===== src/logic/isaPkg.sv =====
// ------------------------------------------------------------------------
// ISA definitions for the execute stage
// datapath width, shift amount width
// ALU opcode, branch condition and forwarding source encodings
// ------------------------------------------------------------------------
`default_nettype none

package isaPkg;

   // one machine word
   localparam int dataW = 16;
   // bits needed to hold a shift or rotate amount
   localparam int shiftW = $clog2(dataW);

   // ALU operations, low nibble of the decoded opcode
   typedef enum logic [3:0] {
      aluRll = 4'd0,
      aluSll = 4'd1,
      aluRor = 4'd2,
      aluSra = 4'd3,
      aluAdd = 4'd4,
      aluOr  = 4'd5,
      aluXor = 4'd6,
      aluAnd = 4'd7,
      aluBtr = 4'd8
   } aluOpT;

   // branch and set-on-compare conditions
   // seq/slt/sle/sco share the flag logic of the branches
   // needs a 4th bit, nine conditions in all
   typedef enum logic [3:0] {
      brNone = 4'd0,
      brEqz  = 4'd1,
      brNez  = 4'd2,
      brLtz  = 4'd3,
      brGez  = 4'd4,
      brSeq  = 4'd5,
      brSlt  = 4'd6,
      brSle  = 4'd7,
      brSco  = 4'd8
   } brCondT;

   // where an operand comes from
   // ex* taps the EX/MEM register, mem* the memory stage bus
   typedef enum logic [2:0] {
      fwdNone, fwdExAlu, fwdExImm, fwdExLink,
      fwdMemAlu, fwdMemImm, fwdMemLink, fwdMemLoad
   } fwdSrcT;

endpackage

`default_nettype wire


===== src/logic/pipePkg.sv =====
// ------------------------------------------------------------------------
// pipeline records around the execute stage
// ID/EX control word, MEM forwarding bus, EX/MEM register contents
// ------------------------------------------------------------------------
`default_nettype none

package pipePkg;

   // decoded control from ID/EX
   typedef struct packed {
      // ALU setup
      isaPkg::aluOpT  aluOp;
      logic           invA;
      logic           invB;
      logic           cin;
      // branch or set condition
      isaPkg::brCondT brCond;
      // imm11 instead of imm8 in the target adder
      logic           immLong;
      // target base is the ALU result, not incPC (JR/JALR)
      logic           aluBase;
      // next PC straight from the ALU
      logic           aluJump;
      // link value is incPC (JAL/JALR)
      logic           linkSel;
      // result is the condition flag
      logic           setOp;
      // next PC forced to incPC
      logic           slbi;
      // inB holds an immediate, never forwarded
      logic           bIsImm;
      // instruction reads data memory
      logic           isLoad;
   } exCtrlT;

   // values offered back by the memory stage
   typedef struct packed {
      logic [isaPkg::dataW-1:0] aluRes;
      logic [isaPkg::dataW-1:0] imm8;
      logic [isaPkg::dataW-1:0] link;
      // data read by a load in MEM
      logic [isaPkg::dataW-1:0] loadData;
   } memFwdT;

   // EX/MEM register
   typedef struct packed {
      // ALU result or set flag
      logic [isaPkg::dataW-1:0] result;
      logic [isaPkg::dataW-1:0] link;
      logic [isaPkg::dataW-1:0] imm8;
      // already forwarded store value
      logic [isaPkg::dataW-1:0] storeData;
      logic                     isLoad;
   } exMemT;

endpackage

`default_nettype wire


===== src/logic/operandForward.sv =====
// ------------------------------------------------------------------------
// operand forwarding muxes
// A operand, B operand and store data, each with its own source select
// ------------------------------------------------------------------------
`default_nettype none
`timescale 1ns/10ps

module operandForward (
   input  isaPkg::fwdSrcT              fwdA,
   input  isaPkg::fwdSrcT              fwdB,
   input  isaPkg::fwdSrcT              fwdStore,
   input  logic [isaPkg::dataW-1:0]    inA,
   input  logic [isaPkg::dataW-1:0]    inB,
   input  logic [isaPkg::dataW-1:0]    storeIn,
   input  logic                        bIsImm,
   input  pipePkg::exMemT              exFwd,
   input  pipePkg::memFwdT             memFwd,
   output logic [isaPkg::dataW-1:0]    opA,
   output logic [isaPkg::dataW-1:0]    opB,
   output logic [isaPkg::dataW-1:0]    storeData
);

   // one select decoder shared by all three operands
   function automatic logic [isaPkg::dataW-1:0] pick(
      input isaPkg::fwdSrcT           src,
      input logic [isaPkg::dataW-1:0] orig
   );
      logic [isaPkg::dataW-1:0] val;
      case (src)
         // EX to EX, from the stage's own register
         isaPkg::fwdExAlu:   val = exFwd.result;
         isaPkg::fwdExImm:   val = exFwd.imm8;
         isaPkg::fwdExLink:  val = exFwd.link;
         // MEM to EX, from the memory stage bus
         isaPkg::fwdMemAlu:  val = memFwd.aluRes;
         isaPkg::fwdMemImm:  val = memFwd.imm8;
         isaPkg::fwdMemLink: val = memFwd.link;
         isaPkg::fwdMemLoad: val = memFwd.loadData;
         // no hazard, register file value
         default:            val = orig;
      endcase
      return val;
   endfunction

   logic [isaPkg::dataW-1:0] fwdBVal;

   always_comb begin
      opA     = pick(fwdA, inA);
      fwdBVal = pick(fwdB, inB);
      // an immediate in inB wins over any forward request
      if (bIsImm) begin
         opB = inB;
      end else begin
         opB = fwdBVal;
      end
      // store value has its own select
      // lets a store pick up a load result sitting in MEM
      storeData = pick(fwdStore, storeIn);
   end

endmodule

`default_nettype wire


===== src/logic/alu.sv =====
// ------------------------------------------------------------------------
// 16-bit ALU
// optional operand inversion and carry-in
// rotates, shifts, add, logic ops, bit reverse
// zero/sign/overflow/carry flags from the adder
// ------------------------------------------------------------------------
`default_nettype none
`timescale 1ns/10ps

module alu (
   input  logic [isaPkg::dataW-1:0] a,
   input  logic [isaPkg::dataW-1:0] b,
   input  isaPkg::aluOpT            op,
   input  logic                     invA,
   input  logic                     invB,
   input  logic                     cin,
   output logic [isaPkg::dataW-1:0] result,
   output logic                     zero,
   output logic                     sign,
   output logic                     ofl,
   output logic                     carry
);

   localparam int msb = isaPkg::dataW - 1;

   logic [isaPkg::dataW-1:0]   aIn;
   logic [isaPkg::dataW-1:0]   bIn;
   // one extra bit for the carry out
   logic [isaPkg::dataW:0]     sum;
   logic [isaPkg::shiftW-1:0]  amt;
   // doubled word, rotates fall out of a plain shift
   logic [2*isaPkg::dataW-1:0] dblL;
   logic [2*isaPkg::dataW-1:0] dblR;
   logic [isaPkg::dataW-1:0]   rev;

   // operand conditioning, subtract is ~x + 1 via invX and cin
   assign aIn = invA ? ~a : a;
   assign bIn = invB ? ~b : b;

   assign sum = {1'b0, aIn} + {1'b0, bIn} + {{isaPkg::dataW{1'b0}}, cin};

   // shift amount from the low bits of B
   assign amt = bIn[isaPkg::shiftW-1:0];

   assign dblL = {aIn, aIn} << amt;
   assign dblR = {aIn, aIn} >> amt;

   // bit reverse of A
   always_comb begin
      for (int i = 0; i < isaPkg::dataW; i++) begin
         rev[i] = aIn[msb-i];
      end
   end

   always_comb begin
      case (op)
         // upper half of the doubled word after a left shift
         isaPkg::aluRll: result = dblL[2*isaPkg::dataW-1:isaPkg::dataW];
         isaPkg::aluSll: result = aIn << amt;
         // lower half after a right shift
         isaPkg::aluRor: result = dblR[isaPkg::dataW-1:0];
         isaPkg::aluSra: result = $signed(aIn) >>> amt;
         isaPkg::aluAdd: result = sum[msb:0];
         isaPkg::aluOr:  result = aIn | bIn;
         isaPkg::aluXor: result = aIn ^ bIn;
         isaPkg::aluAnd: result = aIn & bIn;
         isaPkg::aluBtr: result = rev;
         default:        result = '0;
      endcase
   end

   // flags always track the adder, whatever op is selected
   // so compares by subtraction work from any opcode setup
   assign carry = sum[isaPkg::dataW];
   assign sign  = sum[msb];
   assign zero  = (sum[msb:0] == '0);
   // overflow: like-signed inputs, sum sign differs
   assign ofl   = (aIn[msb] == bIn[msb]) && (sum[msb] != aIn[msb]);

endmodule

`default_nettype wire


===== src/logic/branchCond.sv =====
// ------------------------------------------------------------------------
// branch and set-on-compare condition
// maps a condition code onto the ALU adder flags
// ------------------------------------------------------------------------
`default_nettype none
`timescale 1ns/10ps

module branchCond (
   input  isaPkg::brCondT cond,
   input  logic           zero,
   input  logic           sign,
   input  logic           ofl,
   input  logic           carry,
   output logic           taken
);

   // signed less-than after a subtract
   logic lessThan;

   assign lessThan = sign ^ ofl;

   always_comb begin
      case (cond)
         // equality, branch form and set form
         isaPkg::brEqz,
         isaPkg::brSeq: taken = zero;
         isaPkg::brNez: taken = ~zero;
         // sign tests against zero
         isaPkg::brLtz: taken = sign;
         isaPkg::brGez: taken = ~sign;
         isaPkg::brSlt: taken = lessThan;
         isaPkg::brSle: taken = lessThan | zero;
         // carry out of the add
         isaPkg::brSco: taken = carry;
         // brNone and unused codes
         default:       taken = 1'b0;
      endcase
   end

endmodule

`default_nettype wire


===== src/logic/pcTarget.sv =====
// ------------------------------------------------------------------------
// branch target adder
// next-PC selection and link value
// ------------------------------------------------------------------------
`default_nettype none
`timescale 1ns/10ps

module pcTarget (
   input  logic [isaPkg::dataW-1:0] incPC,
   input  logic [isaPkg::dataW-1:0] aluRes,
   input  logic [isaPkg::dataW-1:0] imm8,
   input  logic [isaPkg::dataW-1:0] imm11,
   input  pipePkg::exCtrlT          ctrl,
   input  logic                     taken,
   output logic [isaPkg::dataW-1:0] newPC,
   output logic [isaPkg::dataW-1:0] link
);

   logic [isaPkg::dataW-1:0] base;
   logic [isaPkg::dataW-1:0] offset;
   logic [isaPkg::dataW-1:0] target;
   logic [isaPkg::dataW-1:0] brTarget;

   // PC-relative unless the register form asks for the ALU value
   assign base   = ctrl.aluBase ? aluRes : incPC;
   // imm11 for jumps, imm8 for branches
   assign offset = ctrl.immLong ? imm11 : imm8;

   // both immediates arrive already sign-extended
   // carry out of the target add is dropped
   assign target = base + offset;

   // fall through when the condition fails
   assign brTarget = taken ? target : incPC;

   // JAL/JALR save the return address
   assign link = ctrl.linkSel ? incPC : brTarget;

   always_comb begin
      if (ctrl.slbi) begin
         // SLBI never redirects
         newPC = incPC;
      end else if (ctrl.aluJump) begin
         newPC = aluRes;
      end else begin
         newPC = brTarget;
      end
   end

endmodule

`default_nettype wire


===== src/logic/executeStage.sv =====
// ------------------------------------------------------------------------
// execute stage top
// forwarding, ALU, branch condition and target logic
// EX/MEM register with stall hold, fed back as the EX forward source
// ------------------------------------------------------------------------
`default_nettype none
`timescale 1ns/10ps

module executeStage (
   input  logic                     clk,
   input  logic                     arstN,
   input  logic                     exValid,
   input  logic                     stall,
   input  pipePkg::exCtrlT          ctrl,
   input  logic [isaPkg::dataW-1:0] inA,
   input  logic [isaPkg::dataW-1:0] inB,
   input  logic [isaPkg::dataW-1:0] storeIn,
   input  logic [isaPkg::dataW-1:0] incPC,
   input  logic [isaPkg::dataW-1:0] imm8,
   input  logic [isaPkg::dataW-1:0] imm11,
   input  isaPkg::fwdSrcT           fwdA,
   input  isaPkg::fwdSrcT           fwdB,
   input  isaPkg::fwdSrcT           fwdStore,
   input  pipePkg::memFwdT          memFwd,
   output logic [isaPkg::dataW-1:0] newPC,
   output logic                     branchTaken,
   output pipePkg::exMemT           exMem,
   output logic                     memValid
);

   logic [isaPkg::dataW-1:0] opA;
   logic [isaPkg::dataW-1:0] opB;
   logic [isaPkg::dataW-1:0] storeData;
   logic [isaPkg::dataW-1:0] aluRes;
   logic [isaPkg::dataW-1:0] linkVal;
   logic                     zero;
   logic                     sign;
   logic                     ofl;
   logic                     carry;
   pipePkg::exMemT           nextMem;

   // EX-side sources come back from our own register
   operandForward forwardUnit (
      .fwdA(fwdA), .fwdB(fwdB), .fwdStore(fwdStore),
      .inA(inA), .inB(inB), .storeIn(storeIn),
      .bIsImm(ctrl.bIsImm), .exFwd(exMem), .memFwd(memFwd),
      .opA(opA), .opB(opB), .storeData(storeData)
   );

   alu aluUnit (
      .a(opA), .b(opB), .op(ctrl.aluOp),
      .invA(ctrl.invA), .invB(ctrl.invB), .cin(ctrl.cin),
      .result(aluRes), .zero(zero), .sign(sign), .ofl(ofl), .carry(carry)
   );

   branchCond condUnit (
      .cond(ctrl.brCond), .zero(zero), .sign(sign), .ofl(ofl), .carry(carry),
      .taken(branchTaken)
   );

   // newPC goes straight out to fetch, no register
   pcTarget targetUnit (
      .incPC(incPC), .aluRes(aluRes), .imm8(imm8), .imm11(imm11),
      .ctrl(ctrl), .taken(branchTaken), .newPC(newPC), .link(linkVal)
   );

   // stage record, set ops write the flag as 0/1
   always_comb begin
      nextMem.result    = ctrl.setOp ? {{(isaPkg::dataW-1){1'b0}}, branchTaken} : aluRes;
      nextMem.link      = linkVal;
      nextMem.imm8      = imm8;
      nextMem.storeData = storeData;
      nextMem.isLoad    = ctrl.isLoad;
   end

   // EX/MEM register, one cycle latency, frozen while stall is high
   always_ff @(posedge clk or negedge arstN) begin
      if (!arstN) begin
         exMem    <= '0;
         memValid <= 1'b0;
      end else if (!stall) begin
         exMem    <= nextMem;
         memValid <= exValid;
      end
   end

endmodule

`default_nettype wire


===== config.mk =====
export PLATFORM = sky130hd
export DESIGN_NAME = executeStage
export DESIGN_NICKNAME = d
export VERILOG_FILES = /design/src/logic/isaPkg.sv /design/src/logic/pipePkg.sv /design/src/logic/operandForward.sv /design/src/logic/alu.sv /design/src/logic/branchCond.sv /design/src/logic/pcTarget.sv /design/src/logic/executeStage.sv
export SDC_FILE = /design/constraint.sdc
export NUM_CORES = 1
export LEC_CHECK = 0
export BUFFER_PORTS_ARGS = -buffer_cell sky130_fd_sc_hd__buf_2
export CAP_MARGIN = 5
export CORE_MARGIN = 2
export CORE_UTILIZATION = 25
export CTS_CLUSTER_SIZE = 16
export DETAILED_ROUTE_END_ITERATION = 16
export MAX_ROUTING_LAYER = met4
export PLACE_DENSITY = 0.53
export SETUP_SLACK_MARGIN = 0.1
export SYNTH_ARGS = -nofsm -noshare
export SYNTH_HDL_FRONTEND = slang
export SYNTH_SLANG_ARGS = --single-unit

===== constraint.sdc =====
create_clock -name clk -period 22.6 [get_ports clk]
set_input_delay 2.26 -clock clk [delete_from_list [all_inputs] [get_ports clk]]
set_output_delay 2.26 -clock clk [all_outputs]
set_load 0.02 [all_outputs]

# Yosys cells after proc, flatten, opt, wreduce, memory -nomap -nowiden
# Index checks and enable logic that the tools add are counted.
[classes]
addsub = 3
n_eq_ne = 39
n_shift = 4
mux = 15
bitwise = 9
n_reduce_logical = 4
[ops]
columns = ["op", "n"]
rows = [
  ["$pmux W16 S7", 3],
  ["$mux W16", 10],
  ["$pmux W16 S9", 1],
  ["$eq A3 B3 Y1 const B", 12],
  ["$eq A4 B3 Y1 const B", 8],
  ["$not A16 Y16", 2],
  ["$shl A32 B4 Y32", 1],
  ["$shr A32 B4 Y16", 1],
  ["$eq A3 B2 Y1 const B", 6],
  ["$add A16 B16 Y17", 1],
  ["$add A17 B1 Y17", 1],
  ["$add A16 B16 Y16", 1],
  ["$and A16 B16 Y16", 1],
  ["$eq A4 B2 Y1 const B", 4],
  ["$logic_not A16 Y1", 1],
  ["$or A16 B16 Y16", 1],
  ["$shl A16 B4 Y16", 1],
  ["$sshr A16 B4 Y16", 1],
  ["$xor A16 B16 Y16", 1],
  ["$eq A3 B1 Y1 const B", 3],
  ["$eq A4 B1 Y1 const B", 2],
  ["$eq A4 B4 Y1 const B", 2],
  ["$pmux W1 S7", 1],
  ["$logic_not A4 Y1", 1],
  ["other kinds (7)", 8],
]
[word_totals]
reg_bits = 66
inputBits = 192

# Longest topological paths before layout
# Gate-level depths: netlist (run 1).
[depth]
depth_word = 15
mapped_depth = 31
mapped_depth_nobuf = 28

# Cells and area by module
# Synthesis (run 1) repeated with hierarchy kept, for this count alone.
[unflattened]
hier_cells = 1586
area_unflattened_um2 = 12609.6
[by_module_without_submodules]
columns = ["module", "n_inst", "cells_each", "area_each_um2", "seq_area_each_um2"]
rows = [
  ["alu", 1, 663, 4694.5, 0.0],
  ["operandForward", 1, 525, 3492.1, 0.0],
  ["executeStage", 1, 173, 2767.7, 1651.6],
  ["pcTarget", 1, 209, 1566.5, 0.0],
  ["branchCond", 1, 16, 88.8, 0.0],
]

# Least setup slack after synthesis (run 1)
# No wires, ideal clock.
[synth_path]
kind = "input -> output"
start = "in fwdB[2]"
end = "out newPC[15] (netlist name)"
arrival_ps = 8668
required_time_ps = 20340
path_slack_ps = 11672
stages = 29
path_buffers = 4
path_cell_list = "buf_4 > nor3_1 > nor2_1 > clkbuf_1 > nor2_1 > a31oi_1 > xnor2_1 > inv_1 > clkbuf_1 > clkbuf_1 > ha_1 > nand3_1 > o211ai_1 > o21ai_0 > nand2b_1 > a21oi_1 > xnor2_1 > a221o_1 > a211oi_1 > a21oi_1 > ha_1 > or4_1 > a21oi_1 > o311ai_0 > o41ai_1 > xnor2_1 > or3b_2 > mux2_1 > a21oi_1"
[synth_between]
elab_chain_cells = 15
elab_cells_between_ends = 35
cone_classes = "add/sub: 3; eq/ne: 9; shift: 4; mux: 9; bitwise: 8; reduce/logical: 2"
[synth_rtl]
columns = ["item", "line_no", "text"]
rows = [
  ["start: declaration", "executeStage.sv:22", "input isaPkg::fwdSrcT fwdB,"],
  ["$eq A3 B3 Y1 (tied with other cells)", "operandForward.sv:29", "case (src)"],
  ["$pmux W16 S7 *", "operandForward.sv:29", ""],
  ["$mux W16 *", "operandForward.sv:51", "if (bIsImm) begin"],
  ["$not A16 Y16", "alu.sv:38", "assign bIn = invB ? ~b : b;"],
  ["$mux W16 *", "alu.sv:38", ""],
  ["parallel branches: the longest is 8 deep, another holds $add A16 B16 Y17", "-", ""],
  ["$mux W16 *", "pcTarget.sv:43", "end else if (ctrl.aluJump) begin"],
  ["$mux W16 *", "pcTarget.sv:40", "if (ctrl.slbi) begin"],
  ["end: declaration", "executeStage.sv:25", "output logic [isaPkg::dataW-1:0] newPC,"],
]
# Mark *: on every way between the ends.

# Final worst setup path (run 1)
[layout_path]
start = "in fwdB[0]"
end = "out newPC[15] (netlist name)"
# Same word-level chain as after synthesis.

==> metrics.txt, run 1 <==
status completed; 1st-iter DRT viols 1,695; mean post-synth cell area 7.63 sq um; gate count of the mapped netlist 1,560; Post-synth EDFFs 0; syn nets 1,803; sequential standard cell area 1650 sq um; setup violators final 0; htree depth 3; total gr overflow 0; relative slew slack 0.164; Final Skew 0.0175 ns; initial antenna violation count 6; RSZ-0062 raised after global routing false; wire length per cell 26.6 microns; first-pass GRT wire length 91.6 mm; Tmin final 13.18 ns; Area contributors post-synth dfrtp_1, mux2i_1, mux2_2; crit path DAT 10.92 ns; final core utilization 0.299; share of Yosys cell area claimed by the top area cell type 0.139; CTS resizes 0; asr flop ratio synth 1.00; max-cap violation count 0; Final Hold Viols 0; crit path capture type primary output; multi-input combinational cell area 9380 sq um; fmax 75.9 MHz; Layout fillers 5,105; fin nets 1,996; pwr dens 66.4 nW/um^2; WS Path Type input port to primary output; Leakage Power 6.05 nW; Global Route Usage Sum 0.253; CTS buffer count 9; floorplan row count 79; drt drc 0; Yosys top cell by area dfrtp_1; io pins 275; Clock Sinks 66; Final period util 0.583; Yosys cell types 95; CTS root buf clkbuf_16; final wirelength 63.1 mm; TritonCTS clock tree built; share of layout cells above drive strength 1 0.253; Final Slew Violations 0; Slew @ Worst Pin 1.25 ns; setup tns final 0 ns; Post-CTS Hold Fix Bufs 0; count leader, synth nand2_1; critical path peak fanout 40; number of global-route vias before repair 13,364; Clk pin slew, worst setup/hold paths 0.07 ns; crit path launch type input port; area growth from synthesis to layout 17.6%; chip height 222 microns; Main synth FF type dfrtp_1; Die X 222 microns; postcts setup bufs 0; post-synthesis sequential area ratio 0.139; drt pass-1 iters 6; die area 49,400 sq um; synth warn 0; Final ANT Viol Nets 0; port buffer count 274; Worst-Skew Late Latency 0.35 ns; worst min path class flip-flop to flip-flop; dpl cell area 13,600 sq um; Initial Util 0.254; largest net degree at the start of global routing 67; most common library cells after synthesis nand2_1, o21ai_0, nor2_1, mux2i_1, a21oi_1; Post-Layout Inst Area 14,000 sq um; DP HPWL 50.3 mm; Netlist Area Pre-Place 11,900 sq um; DR vias 14,108; Worst EP required 20.34 ns; worst-case clock buffer depth 2; Final GP Congestion 0.973; #FFs+latches synth 66; CORE AREA 46,800 sq um; vias per cell 5.95; Worst IR Drop VDD 0.0000392 V
## critical path: stages
cell and delay [ns]:
buf_2 0.58, nor3_1 0.15, nor2_1 0.86, o22ai_2 0.25
xnor2_4 0.21, buf_4 0.46, clkinv_4 0.36, fa_1 0.51
a21oi_1 0.25, o211ai_1 0.18, o21ai_0 0.31, nand2b_1 0.09
a21oi_1 0.20, xnor2_1 0.15, a221o_1 0.39, a211oi_1 0.60
a21oi_1 0.17, ha_1 0.27, or4_1 0.54, a21oi_1 0.18
o311ai_0 0.21, o41ai_1 0.35, xnor2_1 0.27, or3b_2 0.49
mux2_1 0.29, a21oi_1 0.12, buf_2 0.18
## sequential cells by signal (all words and copies together), names as in the netlist
register,cells
exMem,65
memValid,1
## per-stage QoR
step | cells | setup WS [ns] | power (mW) | hold slack, ns
after floorplan | 1560 | 11.67 | 0.541 | 0.593
after global placement | 2349 | 9.80 | 0.752 | 0.465
after detailed placement | 2349 | 9.57 | 0.750 | 0.468
after CTS | 2365 | 9.52 | 0.917 | 0.485
after global routing | 2370 | 8.95 | 0.979 | 0.505
final | 2371 | 9.42 | 0.930 | 0.486
## layout by cell type, fill, tap and decap left out, types with 25 or more instances in the layout
cell type,count
a211oi_1,26
mux2_2,59
buf_4,26
nand2b_1,25
nor2_1,117
dfrtp_1,66
buf_2,273
nand2_1,165
mux2i_1,107
xnor2_1,30
ha_1,48
a221oi_1,34
nand3_1,27
inv_1,55
nor3_1,25
a21oi_1,106
o21ai_0,130
## kinds of logic after synthesis
group | Yosys count | share of synthesized area
adders and majority gates | 51 | 0.0555
and+or+nand+nor | 473 | 0.192
buffers and inverters | 194 | 0.0741
DFF | 66 | 0.139
muxes | 193 | 0.194
AOI/OAI and AO/OA | 532 | 0.302
xor gates and xnor gates | 51 | 0.0435
## layout make-up
cell class                 instances  area share
multi-input combinational       1300       0.671
sequential                        66       0.118
timing repair buffer             299       0.112
tap                              607      0.0543
inverter                          77      0.0210
clock buffer                      11      0.0173
clock inverter                     5     0.00608
antenna                            6     0.00107
## metal layers
layer / vias up / track usage / wire (microns)
met3: 101 / 0.0457 / 5600
met4: 0 / 0.0597 / 1580
li1: 6281 / - / -
met2: 751 / 0.386 / 28100
met1: 6975 / 0.345 / 27800
met5: - / - / 0
## worst paths after layout
path / startpoint / to / slack [ns] / cells past startpoint
hold reg to reg: exMem[12]$_DFFE_PN0N_ / exMem[12]$_DFFE_PN0N_ / 0.49 / 2
setup / recovery: fwdB[0] / newPC[15] / 9.42 / 27
min in group asynchronous: arstN / exMem[18]$_DFFE_PN0N_ / 2.11 / 2
hold / removal: exMem[12]$_DFFE_PN0N_ / exMem[12]$_DFFE_PN0N_ / 0.49 / 2
max in group asynchronous: arstN / exMem[6]$_DFFE_PN0N_ / 19.86 / 2
setup reg to reg: exMem[17]$_DFFE_PN0N_ / exMem[48]$_DFFE_PN0N_ / 14.59 / 25
## power by group
group | switching, mW | leakage [nW] | internal (mW)
combinational | 0.381 | 5.07 | 0.213
clock | 0.0631 | 0.156 | 0.100
sequential | 0.0375 | 0.815 | 0.134
No activity file was read; power rests on OpenSTA's default activity.
==> inputs of run 2 (changes only) <==
- ABC_AREA: unset -> 1
- clock period: 22.6 -> 12.5 ns (I/O delays scaled with it)
==> run 2 against run 1 <==
Net effect: global-route usage grew 3.7 points; via count grew 11%; synthesized cell count grew 26%; design area shrank 4.0%; cell count grew 17%; critical path depth grew 7; clock power grew 62%; register-to-register slack lost 8.9 ns; worst setup slack lost 6.8 ns; combinational power grew 52%; sequential power grew 65%; first-iteration DRC count grew 25%; critical path type unchanged; critical endpoint is now newPC[11].
==> metrics.txt, run 2 <==
commonest cells after routing, fill and taps aside nand2_1, buf_2, inv_1, nand3_1, o21ai_0; Critical-path top delay cell buf_2; drt drc 0 (unchanged); CORE AREA 45,200 sq um (-3.4%); Worst-Skew Late Latency 0.33 ns (-0.02 ns); Main synth FF type dfrtp_1; most common library cells after synthesis nand2_1, inv_1, nand3_1, o21ai_0, nor2_1; Final Skew 0.00865 ns (-0.00880 ns); largest net degree at the start of global routing 86 (+28%); Area contributors post-synth nand2_1, dfrtp_1, nand3_1; Sw Pwr 0.785 mW (+63%); wire length per cell 24.9 microns (-6.5%); Clk pwr share 0.183 (+0.007); relative slew slack 0.239 (+0.0754); number of global-route vias before repair 14,863 (+11%); drt pass-1 iters 6 (unchanged); status completed; DP HPWL 56.7 mm (+13%); Slew @ Worst Pin 1.14 ns (-0.105 ns); biggest regs exMem: 65 flops, memValid: 1 flops; crit path DAT 8.64 ns (-2.28 ns); share of layout cells above drive strength 1 0.175 (-0.0784); Comb pwr share 0.622 (-0.018); TritonCTS clock tree built; Tmin final 9.89 ns; count leader, synth nand2_1; Netlist Area Pre-Place 11,400 sq um (-4.0%); Final Hold Viols 0 (unchanged); total gr overflow 0 (unchanged); sequential power share 0.196 (+0.011); CTS root buf clkbuf_16; CP Depth 34 (+26%); Global Route Usage Sum 0.290 (+0.0375); Clk pin slew, worst setup/hold paths 0.06 ns (about the same); DR vias 15,650 (+11%); syn nets 2,208 (+22%); Post-CTS Hold Fix Bufs 0 (unchanged); most flop-heavy register exMem; asr flop ratio synth 1.00 (unchanged); mean post-synth cell area 5.81 sq um (-24%); die area 47,400 sq um (-4.0%); Placed Cells incl. Taps 2,759 (+17%); port buffer count 274 (unchanged); Final period util 0.791; share of Yosys cell area claimed by the top area cell type 0.174 (+0.0351); synth warn 0 (unchanged); Yosys cell types 61 (-36%); gate count of the mapped netlist 1,965 (+26%); Worst EP required 11.25 ns (-9.09 ns); postcts setup bufs 0 (unchanged); worst-case clock buffer depth 2 (unchanged); Initial Util 0.253 (-0.00180); RSZ-0062 raised after global routing false; Die X 218 microns (-2.0%); delay-heaviest family, CP compound AO/OA/AOI/OAI gates; Yosys top cell by area nand2_1; most used cell, CP nand2_1; Post-Synth Simple-Gate Area 0.395 (+0.202); post-synthesis adder-cell area fraction 0.0579 (+0.00234); Switching Fraction 0.541 (+0.0229); Hold WS 0.486 ns (-0.000157 ns); Leakage Power 6.81 nW (+13%); Int Pwr 0.665 mW (+49%); vias per cell 5.63 (-5.3%); XOR/XNOR share of the synthesized area 0.0284 (-0.0152); min setup slack post-route 2.61 ns (-6.81 ns); Worst path max stage delay 0.61 ns (-0.25 ns); post-synthesis sequential area ratio 0.145 (+0.00584); Reg2Reg Depth 34 (+36%); Finished Layout Cells 2,778 (+17%); pwr dens 108 nW/um^2 (+62%); io pins 275 (unchanged); critical path peak fanout 39 (-2.5%); Synth Area in Compound Gates 0.250 (-0.0523); fin nets 2,413 (+21%); total power 1.45 mW (+56%); first-pass GRT wire length 99.2 mm (+8.3%); CTS buffer count 9 (unchanged); Worst IR Drop VDD 0.0000675 V (+72%); initial antenna violation count 4 (-2); setup tns final 0 ns (unchanged); floorplan row count 78 (-1.3%); crit path capture type primary output; crit path launch type input port; pre-CTS WS 2.79 ns (-6.78 ns); Final GP Congestion 1.09 (+12%); post-synthesis mux area share 0 (-0.194); #FFs+latches synth 66 (unchanged); worst min path class flip-flop to flip-flop; Post-synth EDFFs 0 (unchanged); CTS resizes 0 (unchanged); main combinational cell family by area after synthesis simple AND/OR/NAND/NOR gates; Final Slew Violations 0 (unchanged); most common cell after layout, fill and taps aside nand2_1; max-cap violation count 0 (unchanged); fmax 101 MHz; 1st-iter DRT viols 2,118 (+25%); setup violators final 0 (unchanged); max reg flops 65 (unchanged); chip height 218 microns (-2.0%); Layout fillers 5,270 (+3.2%); final wirelength 69.1 mm (+9.6%); Clock Sinks 66 (unchanged); area growth from synthesis to layout 17.7% (about the same); WS Path Type input port to primary output; Final ANT Viol Nets 0 (unchanged); buffers and inverters on the worst path 5 (+1); htree depth 3 (unchanged); hold depth 2 (unchanged)
[run 2: changes by cell type in the layout (fill, tap and decap cells not counted), moves of 34 or more]
cell | previous run | this run
nand2_1 | 165 | 529
o21ai_1 | 7 | 50
nand3_1 | 27 | 218
a21oi_1 | 106 | 72
inv_1 | 55 | 218
nand4_1 | 5 | 64
mux2_2 | 59 | 0
mux2i_1 | 107 | 0
[run 2: final timing paths]
kind / startpoint / to / slack, ns
worst max-delay path: fwdA[1] / newPC[11] / 2.61
worst min-delay path: exMem[9]$_DFFE_PN0N_ / exMem[9]$_DFFE_PN0N_ / 0.49
worst max register to register: exMem[51]$_DFFE_PN0N_ / exMem[45]$_DFFE_PN0N_ / 5.67
worst min register to register: exMem[9]$_DFFE_PN0N_ / exMem[9]$_DFFE_PN0N_ / 0.49
max in group asynchronous: arstN / exMem[52]$_DFFE_PN0N_ / 10.81
min in group asynchronous: arstN / exMem[2]$_DFFE_PN0N_ / 1.12
[run 2: through the flow]
step                       util  instance area (sq um)
final                     0.297                  13400
after global placement    0.290                  13100
after global routing      0.297                  13400
after CTS                 0.297                  13400
after floorplan               -                  11400
after detailed placement  0.290                  13100
[run 2: layout make-up]
type / count / area, sq um / share of cell area
multi-input cells: 1567 / 8340 / 0.621
flip-flops and latches: 66 / 1650 / 0.123
repair buffers: 286 / 1460 / 0.109
inverters: 240 / 906 / 0.0674
well taps: 600 / 751 / 0.0559
clock buffers: 11 / 253 / 0.0188
clock inverters: 5 / 61.3 / 0.00456
diodes: 3 / 7.51 / 0.000559
[run 2: logic make-up after synthesis]
group	after synthesis
buf+inv	332
xor+xnor	37
fa+ha+maj	51
flops	66
simple gates	1019
compound gates	460
[run 2: metal layers]
layer | part of all wire | vias to the layer above | GRT usage
li1 | - | 7137 | -
met3 | 0.085 | 137 | 0.0367
met4 | 0.037 | 0 | 0.104
met2 | 0.43 | 958 | 0.437
met1 | 0.45 | 7418 | 0.398
met5 | 0 | - | -
[run 2: power groups by stage]
| stage | registers [mW] | clock network [mW] | logic (mW) |
|---|---|---|---|
| 2_1_floorplan | 0.297 | 0 | 0.532 |
| 6_report | 0.284 | 0.265 | 0.902 |
| 3_5_place_dp | 0.283 | 0 | 0.877 |
| 5_1_grt | 0.283 | 0.277 | 0.974 |
| 4_1_cts | 0.280 | 0.268 | 0.882 |
| 3_3_place_gp | 0.283 | 0 | 0.883 |
[run 2: tightest hold or removal path, cell delays in order (launching register included)]
cell     delay [ns]
dfrtp_1        0.34
nand2_1        0.05
o21ai_0        0.06
==> inputs of run 3 (changes only) <==
- clock period: 12.5 -> 10.3 ns (I/O delays scaled with it)
==> run 3 against run 2 <==
Net effect: critical endpoint unchanged; cell count is 0.11% higher; critical path depth is 1 lower; clock-buffer cell count is 1 lower; wire length is 5.8% higher; first-iteration DRC count is 11% lower; total power is 22% higher; largest cell class unchanged; combinational power is 23% higher; register-to-register slack worse by 2.2 ns; hold slack worse by 0.0042 ns; non-clock buffer count is 6 higher; highest routed layer unchanged.
==> metrics.txt, run 3 (synthesis gave the netlist of run 2 again) <==
crit path capture type primary output; Final period util 0.921; most common cell after layout, fill and taps aside nand2_1; Worst R2R End exMem[48]$_DFFE_PN0N_; end point of the critical path newPC[11]; 1st-iter DRT viols 1,875 (-11%); Hold WS 0.481 ns (-0.00416 ns); largest net degree at the start of global routing 86 (unchanged); number of global-route vias before repair 15,143 (+1.9%); initial antenna violation count 0 (-4); Clock Sinks 66 (unchanged); R2R Path Start exMem[17]$_DFFE_PN0N_; max reg flops 65 (unchanged); setup violators final 0 (unchanged); crit path launch type input port; htree depth 3 (unchanged); Leakage Power 6.85 nW (+0.47%); floorplan row count 78 (unchanged); max-cap violation count 0 (unchanged); total gr overflow 0 (unchanged); Global Route Usage Sum 0.309 (+0.0185); CTS resizes 0 (unchanged); Final Skew 0.00683 ns (-0.00182 ns); RSZ-0062 raised after global routing false; Critical-path top delay cell fa_1; drt drc 0 (unchanged); buffers and inverters on the worst path 6 (+1); fin nets 2,419 (+0.25%); vias per cell 5.60 (-0.64%); Finished Layout Cells 2,781 (+0.11%); most used cell, CP nand2_1; DP HPWL 60.1 mm (+6.0%); critical path startpoint fwdA[0]; Final GP Congestion 1.04 (-4.8%); CORE AREA 45,200 sq um (unchanged); first-pass GRT wire length 104 mm (+5.1%); Worst IR Drop VDD 0.0000906 V (+34%); Antenna diodes 0 (-3); Reg2Reg Depth 34 (unchanged); pwr dens 132 nW/um^2 (+22%); Die X 218 microns (unchanged); io pins 275 (unchanged); Placed Cells incl. Taps 2,765 (+0.22%); port buffer count 274 (unchanged); delay-heaviest family, CP compound AO/OA/AOI/OAI gates; Worst path max stage delay 0.57 ns (-0.04 ns); Final Hold Viols 0 (unchanged); CTS buffer count 9 (unchanged); Final ANT Viol Nets 0 (unchanged); worst-case clock buffer depth 2 (unchanged); WS Path Type input port to primary output; Post-CTS Hold Fix Bufs 0 (unchanged); critical path peak fanout 32 (-18%); worst min path class flip-flop to flip-flop; DR vias 15,567 (-0.53%); setup tns final 0 ns (unchanged); die area 47,400 sq um (unchanged); biggest regs exMem: 65 flops, memValid: 1 flops; relative slew slack 0.158 (-0.0816); flop-to-flop setup slack 3.49 ns (-2.18 ns); Final Slew Violations 0 (unchanged); area growth from synthesis to layout 17.9%; Clk pin slew, worst setup/hold paths 0.05 ns (about the same); most flop-heavy register exMem; status completed; Worst EP required 9.27 ns (-1.98 ns); Worst-Skew Late Latency 0.33 ns (about the same); Tmin final 9.49 ns; chip height 218 microns (unchanged); postcts setup bufs 0 (unchanged); CP Depth 33 (-2.9%); CTS root buf clkbuf_16; commonest cells after routing, fill and taps aside nand2_1, buf_2, inv_1, nand3_1, o21ai_0; wire length per cell 26.3 microns (+5.6%); final wirelength 73.1 mm (+5.8%); fmax 105 MHz; share of layout cells above drive strength 1 0.177 (+0.00227); crit path DAT 8.46 ns (-0.18 ns); Slew @ Worst Pin 1.23 ns (+0.0918 ns); drt pass-1 iters 8 (+2); TritonCTS clock tree built; Initial Util 0.253 (unchanged)
run 3: worst min-delay path by stage:
stage / from / endpoint / cells past startpoint
2_1_floorplan: exMem[0]$_DFFE_PN0N_ / exMem[0]$_DFFE_PN0N_ / 2
3_3_place_gp: memValid$_DFFE_PN0N_ / memValid$_DFFE_PN0N_ / 2
3_5_place_dp: exMem[1]$_DFFE_PN0N_ / exMem[1]$_DFFE_PN0N_ / 1
4_1_cts: exMem[1]$_DFFE_PN0N_ / exMem[1]$_DFFE_PN0N_ / 1
5_1_grt: exMem[1]$_DFFE_PN0N_ / exMem[1]$_DFFE_PN0N_ / 1
6_report: memValid$_DFFE_PN0N_ / memValid$_DFFE_PN0N_ / 2
run 3: metrics by stage:
stage / power, mW / instance area (sq um) / setup slack, ns / util
after floorplan: 1.01 / 11400 / 3.43 / -
after global placement: 1.45 / 13200 / 0.761 / 0.291
after detailed placement: 1.43 / 13200 / 0.901 / 0.291
after CTS: 1.75 / 13500 / 0.880 / 0.298
after global routing: 1.87 / 13500 / 0.197 / 0.298
final: 1.77 / 13500 / 0.811 / 0.298
run 3: worst reg2reg max path, delay by kind of cell, from the launching register on:
kind	cells	cell delay [ns]
and+or+nand+nor	21	3.16
adders and majority gates	3	1.22
AOI/OAI and AO/OA	6	1.18
DFF	1	0.55
xor gates and xnor gates	2	0.47
buffers and inverters	2	0.16
run 3: final cells by class:
cell class / instances / area [sq um]
fillers: 5240 / 31700
multi-input cells: 1567 / 8340
flip-flops and latches: 66 / 1650
repair buffers: 292 / 1510
inverters: 240 / 906
well taps: 600 / 751
clock buffers: 10 / 239
clock inverters: 6 / 65.1
run 3: layer usage:
metal / share of wire / routed length, microns / vias to the layer above / GRT usage
met3: 0.083 / 6060 / 123 / 0.0420
met5: 0 / 0 / - / -
met2: 0.44 / 32100 / 926 / 0.477
met4: 0.034 / 2480 / 0 / 0.0945
li1: - / - / 7162 / -
met1: 0.44 / 32500 / 7356 / 0.418
run 3: power breakdown:
| part | switching [mW] | leakage, nW | internal [mW] |
|---|---|---|---|
| Sequential | 0.0516 | 0.827 | 0.292 |
| Clock | 0.119 | 0.149 | 0.194 |
| Combinational | 0.798 | 5.87 | 0.317 |
